### src/lcd_config.svh
`ifndef LCD_CONFIG_SVH
`define LCD_CONFIG_SVH

// datapath widths
`define LCD_CONV_W      16
`define LCD_DATA_W      8
`define LCD_FUNC_W      2
`define LCD_IDX_W       4

// last character index of each sequence
`define LCD_LABEL_LAST  15
`define LCD_VALUE_LAST  12

// HD44780 style commands
`define LCD_CMD_CLEAR   8'h01
`define LCD_CMD_LINE1   8'h80
`define LCD_CMD_LINE2   8'hC0
// value field starts at this column on both lines
`define LCD_VALUE_COL   8'd7

// function codes toward the LCD driver
`define LCD_FUNC_INIT       2'd0
`define LCD_FUNC_SETCURSOR  2'd1
`define LCD_FUNC_CMD        2'd2
`define LCD_FUNC_DATA       2'd3

// ascii codes used by the labels and the value frame
`define LCD_CHR_I_LC    8'h69
`define LCD_CHR_O_LC    8'h6F
`define LCD_CHR_D_LC    8'h64
`define LCD_CHR_A_LC    8'h61
`define LCD_CHR_T_LC    8'h74
`define LCD_CHR_X_LC    8'h78
`define LCD_CHR_SPACE   8'h20
`define LCD_CHR_EQUAL   8'h3D
`define LCD_CHR_ZERO    8'h30
`define LCD_CHR_A_UC    8'h41

`endif
### src/lcd_pkg.sv
`default_nettype none

`include "lcd_config.svh"

package lcd_pkg;

    // one byte toward the LCD, command or character
    typedef logic [`LCD_DATA_W-1:0] lcd_byte_t;

    // driver function select
    typedef logic [`LCD_FUNC_W-1:0] lcd_func_t;

    // conversion result shown as four hex digits
    typedef logic [`LCD_CONV_W-1:0] conv_word_t;

    // position inside the label or value sequence
    typedef logic [`LCD_IDX_W-1:0] char_idx_t;

    // display phases
    // reset lasts one cycle, init sends the init byte
    // label writes both label lines once
    // wait and value loop for every new data word
    typedef enum logic [2:0] {
        PH_RESET = 3'd0,
        PH_INIT  = 3'd1,
        PH_IDLE  = 3'd2,
        PH_LABEL = 3'd3,
        PH_WAIT  = 3'd4,
        PH_VALUE = 3'd5,
        PH_DONE  = 3'd6
    } display_phase_t;

endpackage

`default_nettype wire

### src/lcd_control.sv
`default_nettype none

module lcd_control (
    input  wire                      i_clk,
    input  wire                      i_rst_n,
    input  wire                      i_en_lcd,
    input  wire                      i_done_piso,
    input  wire                      i_done_sipo,
    input  wire                      i_done_lcd,
    input  wire lcd_pkg::conv_word_t i_conv,
    input  wire lcd_pkg::lcd_byte_t  i_data,
    output logic                     o_en_lcd,
    output lcd_pkg::lcd_byte_t       o_data,
    output lcd_pkg::lcd_func_t       o_func,
    output logic                     o_done
);

    // sequencer position toward the table
    lcd_pkg::display_phase_t phase;
    lcd_pkg::char_idx_t      char_idx;
    // table output, registered by the sequencer
    lcd_pkg::lcd_byte_t      next_char;
    lcd_pkg::lcd_func_t      next_func;

    // value latches and byte table
    lcd_field_formatter u_formatter (
        .i_clk       (i_clk),
        .i_rst_n     (i_rst_n),
        .i_done_piso (i_done_piso),
        .i_done_sipo (i_done_sipo),
        .i_conv      (i_conv),
        .i_data      (i_data),
        .i_phase     (phase),
        .i_char_idx  (char_idx),
        .o_next_char (next_char),
        .o_next_func (next_func)
    );

    // phase FSM and byte handshake
    lcd_sequencer u_sequencer (
        .i_clk       (i_clk),
        .i_rst_n     (i_rst_n),
        .i_en_lcd    (i_en_lcd),
        .i_done_lcd  (i_done_lcd),
        .i_done_sipo (i_done_sipo),
        .i_done_piso (i_done_piso),
        .i_next_char (next_char),
        .i_next_func (next_func),
        .o_phase     (phase),
        .o_char_idx  (char_idx),
        .o_en_lcd    (o_en_lcd),
        .o_data      (o_data),
        .o_func      (o_func),
        .o_done      (o_done)
    );

endmodule

`default_nettype wire

### src/lcd_sequencer.sv
`default_nettype none

`include "lcd_config.svh"

module lcd_sequencer (
    input  wire                     i_clk,
    input  wire                     i_rst_n,
    input  wire                     i_en_lcd,
    input  wire                     i_done_lcd,
    input  wire                     i_done_sipo,
    input  wire                     i_done_piso,
    input  wire lcd_pkg::lcd_byte_t i_next_char,
    input  wire lcd_pkg::lcd_func_t i_next_func,
    output lcd_pkg::display_phase_t o_phase,
    output lcd_pkg::char_idx_t      o_char_idx,
    output logic                    o_en_lcd,
    output lcd_pkg::lcd_byte_t      o_data,
    output lcd_pkg::lcd_func_t      o_func,
    output logic                    o_done
);

    lcd_pkg::display_phase_t phase_next;
    // byte offered and taken by the driver in this cycle
    logic                    accept;
    // counter sits on the last byte of the running sequence
    logic                    at_last;
    // phase walks a character sequence
    logic                    in_seq;

    assign accept = i_done_lcd && o_en_lcd;
    assign in_seq = (o_phase == lcd_pkg::PH_LABEL) || (o_phase == lcd_pkg::PH_VALUE);

    always_comb begin
        case (o_phase)
            lcd_pkg::PH_LABEL:
                at_last = (o_char_idx == lcd_pkg::char_idx_t'(`LCD_LABEL_LAST));
            lcd_pkg::PH_VALUE:
                at_last = (o_char_idx == lcd_pkg::char_idx_t'(`LCD_VALUE_LAST));
            default:
                at_last = 1'b0;
        endcase
    end

    // phase FSM
    always_comb begin
        case (o_phase)
            lcd_pkg::PH_RESET:
                phase_next = lcd_pkg::PH_INIT;
            // init byte done, any driver pulse counts here
            lcd_pkg::PH_INIT:
                phase_next = i_done_lcd ? lcd_pkg::PH_IDLE : lcd_pkg::PH_INIT;
            lcd_pkg::PH_IDLE:
                phase_next = i_en_lcd ? lcd_pkg::PH_LABEL : lcd_pkg::PH_IDLE;
            lcd_pkg::PH_LABEL:
                phase_next = (accept && at_last) ? lcd_pkg::PH_WAIT : lcd_pkg::PH_LABEL;
            lcd_pkg::PH_WAIT:
                phase_next = i_done_sipo ? lcd_pkg::PH_VALUE : lcd_pkg::PH_WAIT;
            lcd_pkg::PH_VALUE:
                phase_next = (accept && at_last) ? lcd_pkg::PH_DONE : lcd_pkg::PH_VALUE;
            // single cycle, then back for the next word
            lcd_pkg::PH_DONE:
                phase_next = lcd_pkg::PH_WAIT;
            default:
                phase_next = lcd_pkg::PH_RESET;
        endcase
    end

    always_ff @(posedge i_clk or negedge i_rst_n) begin
        if (!i_rst_n)
            o_phase <= lcd_pkg::PH_RESET;
        else
            o_phase <= phase_next;
    end

    // character counter, one step per accepted byte
    always_ff @(posedge i_clk or negedge i_rst_n) begin
        if (!i_rst_n)
            o_char_idx <= '0;
        else if (!in_seq)
            o_char_idx <= '0;
        else if (accept)
            o_char_idx <= at_last ? '0 : o_char_idx + 1'b1;
    end

    // outputs one cycle behind phase and index
    // enable drops for one cycle after each acceptance
    always_ff @(posedge i_clk or negedge i_rst_n) begin
        if (!i_rst_n) begin
            o_en_lcd <= 1'b0;
            o_data   <= '0;
            o_func   <= '0;
        end else begin
            case (o_phase)
                lcd_pkg::PH_INIT, lcd_pkg::PH_LABEL, lcd_pkg::PH_VALUE: begin
                    o_en_lcd <= !i_done_lcd;
                    o_data   <= i_next_char;
                    o_func   <= i_next_func;
                end
                default: begin
                    o_en_lcd <= 1'b0;
                    o_data   <= '0;
                    o_func   <= '0;
                end
            endcase
        end
    end

    // done flag, held until the next conversion result
    always_ff @(posedge i_clk or negedge i_rst_n) begin
        if (!i_rst_n) begin
            o_done <= 1'b0;
        end else if (o_phase == lcd_pkg::PH_DONE) begin
            o_done <= 1'b1;
        end else if (i_done_piso) begin
            // only quiet phases clear it
            if (o_phase == lcd_pkg::PH_RESET || o_phase == lcd_pkg::PH_IDLE ||
                o_phase == lcd_pkg::PH_WAIT)
                o_done <= 1'b0;
        end
    end

    // no encoding outside the seven phases
    a_phase_legal: assert property (@(posedge i_clk) disable iff (!i_rst_n)
        o_phase inside {lcd_pkg::PH_RESET, lcd_pkg::PH_INIT, lcd_pkg::PH_IDLE,
                        lcd_pkg::PH_LABEL, lcd_pkg::PH_WAIT, lcd_pkg::PH_VALUE,
                        lcd_pkg::PH_DONE})
        else $error("phase left the legal set");

    // value frame never walks past its last byte
    a_value_idx: assert property (@(posedge i_clk) disable iff (!i_rst_n)
        (o_phase == lcd_pkg::PH_VALUE) |->
            (o_char_idx <= lcd_pkg::char_idx_t'(`LCD_VALUE_LAST)))
        else $error("value index beyond frame");

    // conversion result arrives before the data word,
    // so done is gone before a frame offers bytes
    a_en_done: assert property (@(posedge i_clk) disable iff (!i_rst_n)
        !(o_en_lcd && o_done))
        else $error("byte offered while done still high");

endmodule

`default_nettype wire

### src/lcd_field_formatter.sv
`default_nettype none

`include "lcd_config.svh"

module lcd_field_formatter (
    input  wire                          i_clk,
    input  wire                          i_rst_n,
    input  wire                          i_done_piso,
    input  wire                          i_done_sipo,
    input  wire lcd_pkg::conv_word_t     i_conv,
    input  wire lcd_pkg::lcd_byte_t      i_data,
    input  wire lcd_pkg::display_phase_t i_phase,
    input  wire lcd_pkg::char_idx_t      i_char_idx,
    output lcd_pkg::lcd_byte_t           o_next_char,
    output lcd_pkg::lcd_func_t           o_next_func
);

    // held values from the last pulses
    lcd_pkg::conv_word_t conv_q;
    lcd_pkg::lcd_byte_t  data_q;
    // values seen by the table, new input during the pulse cycle
    lcd_pkg::conv_word_t conv_cur;
    lcd_pkg::lcd_byte_t  data_cur;
    // label line select, upper half of the label is line 2
    logic                label_line2;

    // nibble to ascii, upper case letters
    function automatic lcd_pkg::lcd_byte_t hex_ascii(input logic [3:0] nib);
        lcd_pkg::lcd_byte_t wide;
        wide = {4'd0, nib};
        if (nib < 4'd10)
            return `LCD_CHR_ZERO + wide;
        else
            return `LCD_CHR_A_UC + wide - 8'd10;
    endfunction

    always_ff @(posedge i_clk or negedge i_rst_n) begin
        if (!i_rst_n) begin
            conv_q <= '0;
            data_q <= '0;
        end else begin
            // conversion done carries the word
            if (i_done_piso)
                conv_q <= i_conv;
            // serial-in done carries the byte
            if (i_done_sipo)
                data_q <= i_data;
        end
    end

    // bypass so a frame started on the pulse shows the new value
    assign conv_cur    = i_done_piso ? i_conv : conv_q;
    assign data_cur    = i_done_sipo ? i_data : data_q;
    assign label_line2 = i_char_idx[3];

    always_comb begin
        // init byte is 0 with function init
        o_next_char = '0;
        o_next_func = `LCD_FUNC_INIT;
        case (i_phase)
            lcd_pkg::PH_LABEL: begin
                o_next_func = `LCD_FUNC_DATA;
                // both lines share one layout, only cursor and first letter differ
                case (i_char_idx[2:0])
                    3'd0: begin
                        o_next_char = label_line2 ? `LCD_CMD_LINE2 : `LCD_CMD_LINE1;
                        o_next_func = `LCD_FUNC_SETCURSOR;
                    end
                    3'd1: o_next_char = label_line2 ? `LCD_CHR_O_LC : `LCD_CHR_I_LC;
                    3'd2: o_next_char = `LCD_CHR_D_LC;
                    3'd3: o_next_char = `LCD_CHR_A_LC;
                    3'd4: o_next_char = `LCD_CHR_T_LC;
                    3'd5: o_next_char = `LCD_CHR_A_LC;
                    3'd6: o_next_char = `LCD_CHR_SPACE;
                    default: o_next_char = `LCD_CHR_EQUAL;
                endcase
            end
            lcd_pkg::PH_VALUE: begin
                o_next_func = `LCD_FUNC_DATA;
                case (i_char_idx)
                    // clear, then cursor to the value column of line 1
                    4'd0: begin
                        o_next_char = `LCD_CMD_CLEAR;
                        o_next_func = `LCD_FUNC_CMD;
                    end
                    4'd1: begin
                        o_next_char = `LCD_CMD_LINE1 + `LCD_VALUE_COL;
                        o_next_func = `LCD_FUNC_CMD;
                    end
                    4'd2: o_next_char = `LCD_CHR_ZERO;
                    4'd3: o_next_char = `LCD_CHR_X_LC;
                    // conversion word, msb nibble first
                    4'd4: o_next_char = hex_ascii(conv_cur[15:12]);
                    4'd5: o_next_char = hex_ascii(conv_cur[11:8]);
                    4'd6: o_next_char = hex_ascii(conv_cur[7:4]);
                    4'd7: o_next_char = hex_ascii(conv_cur[3:0]);
                    // line 2 holds the data byte
                    4'd8: begin
                        o_next_char = `LCD_CMD_LINE2 + `LCD_VALUE_COL;
                        o_next_func = `LCD_FUNC_CMD;
                    end
                    4'd9: o_next_char = `LCD_CHR_ZERO;
                    4'd10: o_next_char = `LCD_CHR_X_LC;
                    4'd11: o_next_char = hex_ascii(data_cur[7:4]);
                    4'd12: o_next_char = hex_ascii(data_cur[3:0]);
                    // past the frame, fall back to the init byte
                    default: begin
                        o_next_char = '0;
                        o_next_func = `LCD_FUNC_INIT;
                    end
                endcase
            end
            default: begin
                o_next_char = '0;
                o_next_func = `LCD_FUNC_INIT;
            end
        endcase
    end

endmodule

`default_nettype wire

### config.mk
export PLATFORM = sky130hd
export DESIGN_NAME = lcd_control
export DESIGN_NICKNAME = d
export VERILOG_FILES = /design/src/lcd_pkg.sv /design/src/lcd_control.sv /design/src/lcd_sequencer.sv /design/src/lcd_field_formatter.sv
export VERILOG_INCLUDE_DIRS = /design/src
export SDC_FILE = /design/constraint.sdc
export NUM_CORES = 1
export LEC_CHECK = 0
export ABC_AREA = 1
export BUFFER_PORTS_ARGS = -buffer_cell sky130_fd_sc_hd__buf_2
export CELL_PAD_IN_SITES_DETAIL_PLACEMENT = 1
export CELL_PAD_IN_SITES_GLOBAL_PLACEMENT = 1
export CORE_MARGIN = 2
export CORE_UTILIZATION = 46
export CTS_BUF_LIST = sky130_fd_sc_hd__clkbuf_4
export DETAILED_ROUTE_END_ITERATION = 8
export GPL_ROUTABILITY_DRIVEN = 0
export GPL_TIMING_DRIVEN = 0
export PLACE_DENSITY = 0.95
export SLEW_MARGIN = 20
export SYNTH_ARGS = -nofsm -noshare
export SYNTH_HDL_FRONTEND = slang
export SYNTH_SLANG_ARGS = --single-unit
### constraint.sdc
create_clock -name i_clk -period 3.6 [get_ports i_clk]
set_clock_uncertainty 0.1 [all_clocks]
set_input_delay 0.18 -clock i_clk [delete_from_list [all_inputs] [get_ports i_clk]]
set_output_delay 0.18 -clock i_clk [all_outputs]
set_load 0.005 [all_outputs]
# Yosys cells after proc, flatten, opt, wreduce, memory -nomap -nowiden

Index checks and enable logic that the tools add are counted.

Bits of input ports: 30
Bits in registers: 43
Word-level logic and storage cells: 109

Reductions and logical operators: 18
Magnitude comparators: 6
Multiplexer cells: 32
Add/sub/neg operators: 19
Equal/unequal tests: 26

Operators by type and width:

| operator                                           | number |
|---|---|
| case mux 8 bit (11 select lines)                   | 1 |
| 2-to-1 mux 8 bit                                   | 8 |
| adder 7 x 4 -> 8 bit (first input constant)        | 6 |
| case mux 8 bit (6 select lines)                    | 1 |
| subtractor 8 x 4 -> 8 bit (second input constant)  | 6 |
| adder 6 x 4 -> 7 bit (first input constant)        | 6 |
| == test 4 bit (second input constant)              | 6 |
| less-than comparator 4 bit (second input constant) | 6 |
| case mux 3 bit (7 select lines)                    | 1 |
| == test 3 bit (second input constant)              | 6 |
| == test 4 x 3 -> 1 bit (second input constant)     | 4 |
| 2-to-1 mux 16 bit                                  | 1 |
| case mux 8 bit (2 select lines)                    | 1 |
| == test 3 x 2 -> 1 bit (second input constant)     | 4 |
| 2-to-1 mux 4 bit                                   | 3 |
| OR reduction 10 bit                                | 1 |
| == test 4 x 2 -> 1 bit (second input constant)     | 2 |
| 2-to-1 mux 2 bit                                   | 4 |
| case mux 2 bit (2 select lines)                    | 2 |
| 2-to-1 mux 7 bit                                   | 1 |
| == test 3 x 1 -> 1 bit (second input constant)     | 2 |
| zero test 3 bit                                    | 2 |
| 2-to-1 mux 1 bit                                   | 6 |
| 2-to-1 mux 3 bit                                   | 2 |
| 12 further kinds                                   | 19 |

# Logic depth before layout (Yosys ltp)

Depth after elaboration: 7
Depth in mapped cells: 16
Depth with buffers taken out: 14

# By module

Synthesis repeated with hierarchy kept, for this count alone.

Cell total of the unflattened synthesis: 516
Area, all modules: 3,211.8 um2

By module, submodules not included:

| module              | times used | cells an instance | seq. area each (um2) | area each (um2) |
|---|---|---|---|---|
| lcd_field_formatter | 1          | 412               | 600.6                | 2,359.8 |
| lcd_sequencer       | 1          | 104               | 475.5                | 852.1 |

# Worst setup path before layout

OpenSTA, ideal clock, no wires.

Path type: input port to flip-flop
From: input port i_done_piso
To: register u_sequencer.o_data[4]
Path slack: 2.015 ns
Stages: 15
Buffers on the path: 2
Library setup time: 0.120 ns
Required time: 3.380 ns
Arrival: 1.365 ns
Cell sequence: buf_6 > inv_4 > buf_6 > nand2_1 > nand2_1 > inv_1 > ha_1 > nand3_1 > inv_1 > nor2_2 > o21ai_1 > nor2_1 > nand2_1 > nand2_1 > nand2_1

Word-level cells in the longest chain between the ends: 7
Elaborated cells on any way between the ends: 24
Those cells by class: add/sub: 12; order compare: 4; mux: 8

Ends and longest elaborated chain:

| what                                       | RTL line                  | RTL |
|---|---|---|
| from (decl)                                | lcd_control.sv:7          | `input wire i_done_piso,` |
| 2-to-1 mux 16 bit *                        | lcd_field_formatter.sv:52 | `assign conv_cur = i_done_piso ? i_conv : conv_q;` |
| named net u_formatter.conv_cur[4]          | lcd_field_formatter.sv:22 | `lcd_pkg::conv_word_t conv_cur;` |
| adder 7 x 4 -> 8 bit (no source line)      | n/a                       |  |
| subtractor 8 x 4 -> 8 bit (no source line) | n/a                       |  |
| 2-to-1 mux 8 bit *                         | lcd_field_formatter.sv:31 | `if (nib < 4'd10)` |
| case mux 8 bit (11 select lines) *         | lcd_field_formatter.sv:80 | `case (i_char_idx)` |
| case mux 8 bit (2 select lines) *          | lcd_field_formatter.sv:60 | `case (i_phase)` |
| 2-to-1 mux 8 bit *                         | lcd_sequencer.sv:93       | `case (o_phase)` |
| to (signal assigned)                       | lcd_sequencer.sv:96       | `o_data <= i_next_char;` |
| to (decl)                                  | lcd_sequencer.sv:17       | `output lcd_pkg::lcd_byte_t o_data,` |

The timed path passes the listed nets; every way through them passes the cells marked *.
A chain may end at the register's enable or synchronous reset.

# Final worst setup path

From: register u_sequencer.o_char_idx[0]
To: register u_sequencer.o_phase[1]

Word-level cells in the longest chain between the ends: 5
Elaborated cells on any way between the ends: 7
Those cells by class: eq/ne: 2; mux: 4; reduce/logical: 1

Ends and longest elaborated chain:

| what                                                 | RTL line                                 | RTL |
|---|---|---|
| from (decl)                                          | lcd_sequencer.sv:15                      | `output lcd_pkg::char_idx_t o_char_idx,` |
| from (signal assigned)                               | lcd_sequencer.sv:82                      | `o_char_idx <= at_last ? '0 : o_char_idx + 1'b1;` |
| == test 4 bit (on tied branches)                     | lcd_sequencer.sv:38, lcd_sequencer.sv:36 |  |
| case mux 1 bit (2 select lines) *                    | lcd_sequencer.sv:34                      | `case (o_phase)` |
| logical AND 1 bit *                                  | lcd_sequencer.sv:55, lcd_sequencer.sv:59 |  |
| 2-to-1 mux 2 bit or 2-to-1 mux 3 bit (tied branches) | lcd_sequencer.sv:59, lcd_sequencer.sv:55 |  |
| case mux 3 bit (7 select lines) *                    | lcd_sequencer.sv:46                      | `case (o_phase)` |
| named net u_sequencer.phase_next[1]                  | lcd_sequencer.sv:22                      | `lcd_pkg::display_phase_t phase_next;` |
| to (signal assigned)                                 | lcd_sequencer.sv:70                      | `o_phase <= lcd_pkg::PH_RESET;` |
| to (signal assigned)                                 | lcd_sequencer.sv:72                      | `o_phase <= phase_next;` |
| to (decl)                                            | lcd_sequencer.sv:14                      | `output lcd_pkg::display_phase_t o_phase,` |

Marks and branches as above.

==> impl_metrics.env <==
export IMPL_final_core_util_pct=55.35
export IMPL_rsz0062_at_grt="no"
export IMPL_ys_warn_count=0
export IMPL_clk_latency_ns=0.38
export IMPL_highest_layer="met4"
export IMPL_track_usage_pct=25.43
export IMPL_ys_ff_latch=43
export IMPL_area_delta_synth_final_pct=15.96
export IMPL_hold_violations=0
export IMPL_die_x_um=88.19
export IMPL_tightestPinTransition_ns=0.5657
export IMPL_grt_pass1_wl_mm=15.56
export IMPL_startpoint="u_sequencer.o_char_idx[0]"
export IMPL_fill_cells=972
export IMPL_wire_per_inst_um=14.22
export IMPL_die_h_um=88.19
export IMPL_wl_met3_um=230
export IMPL_drive_gt1_share_pct=20.73
export IMPL_synth_fp_nets=528
export IMPL_fin_tns_setup_ns=0
export IMPL_yosysSeqAreaShare_pct=33.00
export IMPL_ff_latch_area_um2=1076
export IMPL_max_freq_ghz=0.5107
export IMPL_cap_violations=0
export IMPL_dpl_hpwl_mm=7.282
export IMPL_layout_cells_most_common="nand2_1"
export IMPL_relSlewSlack_pct=62.28
export IMPL_peakVddDrop_uv=299.6
export IMPL_cts_resized=0
export IMPL_synthAdderAreaFrac_pct=3.837
export IMPL_wl_mm=9.183
export IMPL_r2r_setup_slack_ns=1.64
export IMPL_arrival_ns=2.17
export IMPL_multi_input_area_um2=1807
export IMPL_power_density_nw_per_um2=428.7
export IMPL_synth_cell_types=36
export IMPL_drc=0
export IMPL_io_pins=42
export IMPL_setup_violations_final=0
export IMPL_dieArea_um2=7777
export IMPL_cts_sinks=43
export IMPL_grt_max_degree=44
export IMPL_routed_via_density=5.096
export IMPL_met2WireLength_mm=4.943
export IMPL_synth_compound_area_share_pct=7.444
export IMPL_drt_iter0_drc=165
export IMPL_nNetsFinal=589
export IMPL_cp_end_kind="flop"
export IMPL_start_util_pct=47.73
export IMPL_syn_avg_cell_area_um2=6.682
export IMPL_slew_violations=0
export IMPL_async_flop_share_pct=100.0
export IMPL_rows=30
export IMPL_r2r_end="u_sequencer.o_phase[1]"
export IMPL_firstDrtPassIters=4
export IMPL_cts_made_buffers=5
export IMPL_antenna_left=0
export IMPL_antenna_cells=0
export IMPL_synthXorXnorAreaFrac_pct=0.2686
export IMPL_cts_tree="yes"
export IMPL_worstReg2RegStart="u_sequencer.o_char_idx[0]"
export IMPL_r2r_cells=8
export IMPL_clk_pin_slew_ns=0.14
export IMPL_grt_antenna_before_repair=0
export IMPL_htreeDepth=2
export IMPL_critPathMaxFanout=6
export IMPL_syn_area_um2=3261
export IMPL_core_area_um2=6832
export IMPL_period_needed_ns=1.958
export IMPL_clock_path_buffers=2
export IMPL_cp_required_ns=3.81
export IMPL_root_buffer="clkbuf_4"
export IMPL_min_path_type="primary input to flop"
export IMPL_io_buffers=40
export IMPL_netlist_instances=488
export IMPL_startpoint_type="flop"
export IMPL_vias=3292
export IMPL_period_share_pct=54.40
export IMPL_criticalPathCategory="flop to flop"
export IMPL_synth_ff_type="dfrtp_1"
export IMPL_p_leak_uw=0.002160
export IMPL_first_global_vias=3554
export IMPL_synth_edf_count=0
export IMPL_met1_length_mm=3.874
export IMPL_synth_top_family_by_area="simple AND/OR/NAND/NOR gates"
export IMPL_total_power_uw=1621
export IMPL_synthSimpleGateAreaFrac_pct=43.86
export IMPL_layout_common_cells="nand2_1 (172), inv_1 (62), dfrtp_1 (43)"
export IMPL_grt_ovfl_total=0
export IMPL_status="finished, final reports clean"
export IMPL_synth_area_mux_share_pct=0
export IMPL_critPathCapture="u_sequencer.o_phase[1]"
-- layer usage --
metal | GRT usage, % | vias to the layer above
met5 | 0 | -
met4 | 6.612 | 0
met3 | 3.487 | 14
met2 | 48.74 | 52
met1 | 29.39 | 1591
li1 | - | 1635
-- where the power goes --
part           total, uW  internal (uW)  switching, uW
registers            617            569           48.0
logic                749            261            488
clock network        256           83.1            173
total               1620            912            709
-- worst min path at each step --
| stage | slack, ns | endpoint | depth (start not counted) | from |
|---|---|---|---|---|
| 2_1_floorplan | -0.22 | u_formatter.conv_q[0] | 0 | i_rst_n |
| 3_3_place_gp | 0.28 | u_formatter.conv_q[9] | 1 | i_rst_n |
| 3_5_place_dp | 0.30 | u_formatter.conv_q[9] | 1 | i_rst_n |
| 4_1_cts | 0.009 | u_formatter.conv_q[15] | 3 | i_conv[15] |
| 5_1_grt | 0.02 | u_formatter.data_q[6] | 3 | i_data[6] |
| 6_report | 0.01 | u_formatter.data_q[6] | 3 | i_data[6] |
-- layout make-up --
cell class              instances  area share (%)
flip-flops and latches         43           28.46
inverters                      76           7.611
well taps                      96           3.177
clock inverters                 2          0.3309
repair buffers                 54           9.067
plain buffers                   9           2.383
multi-input cells             360           47.78
clock buffers                   6           1.191
-- Yosys cell counts (2+ instances only) --
library cell  instances  area (um^2)
nand2_1             172        645.6
inv_1                62        232.7
dfrtp_1              43         1076
nand3_1              41        205.2
nor2_1               34        127.6
nand2_2              17        106.4
nand2_4              16        180.2
o21ai_1              14        70.07
a21oi_1              12        60.06
inv_2                12        45.04
o21ai_0              11        55.05
ha_1                 10        125.1
nand4_1               7        43.79
buf_6                 4        45.04
nor2_2                4        25.02
nor3_1                3        15.01
a31oi_1               2        12.51
buf_2                 2        10.01
buf_4                 2        15.01
nand3_2               2        20.02
nand3b_1              2        15.01
or2_2                 2        12.51
-- stage by stage --
step / hold WS, ns / instance area [um^2] / worst slack [ns] / std cells
2_1_floorplan: -0.2156 / 3261 / 2.015 / 488
3_3_place_gp: 0.2795 / 3581 / 1.742 / 624
3_5_place_dp: 0.3022 / 3581 / 1.667 / 624
4_1_cts: 0.008668 / 3779 / 1.641 / 646
5_1_grt: 0.01825 / 3781 / 1.387 / 646
6_report: 0.01442 / 3781 / 1.642 / 646
-- cell families (layout without fill, tap and decap cells) --
kind of cell             Yosys count  after routing
flip-flops                        43             43
AO/OA/AOI/OAI                     45             45
buffers and inverters             85            147
AND/OR/NAND/NOR                  304            304
XOR/XNOR                           1              1
adder cells (fa/ha/maj)           10             10
-- flip-flops by register name, summed over array words and instances, names as in the netlist --
name / count
u_sequencer.o_func: 2
u_formatter.data_q: 8
u_sequencer.o_phase: 3
u_sequencer.o_en_lcd: 1
u_sequencer.o_char_idx: 4
u_formatter.conv_q: 16
u_sequencer.o_done: 1
u_sequencer.o_data: 8
-- what timing repair did --
item                      4_1_cts  5_1_grt
hold endpoints to repair       57        0
hold buffers                   14        0
buffers inserted                0        0
-- critical path, cell delays in order, from the launching register on --
cell	delay (ns)
dfrtp_1	0.45
inv_1	0.14
ha_1	0.21
nand2_1	0.13
nor2_2	0.25
a22oi_1	0.14
nor2_1	0.28
nand2_1	0.09
o211ai_1	0.10
No activity file was read; power rests on OpenSTA's default activity.
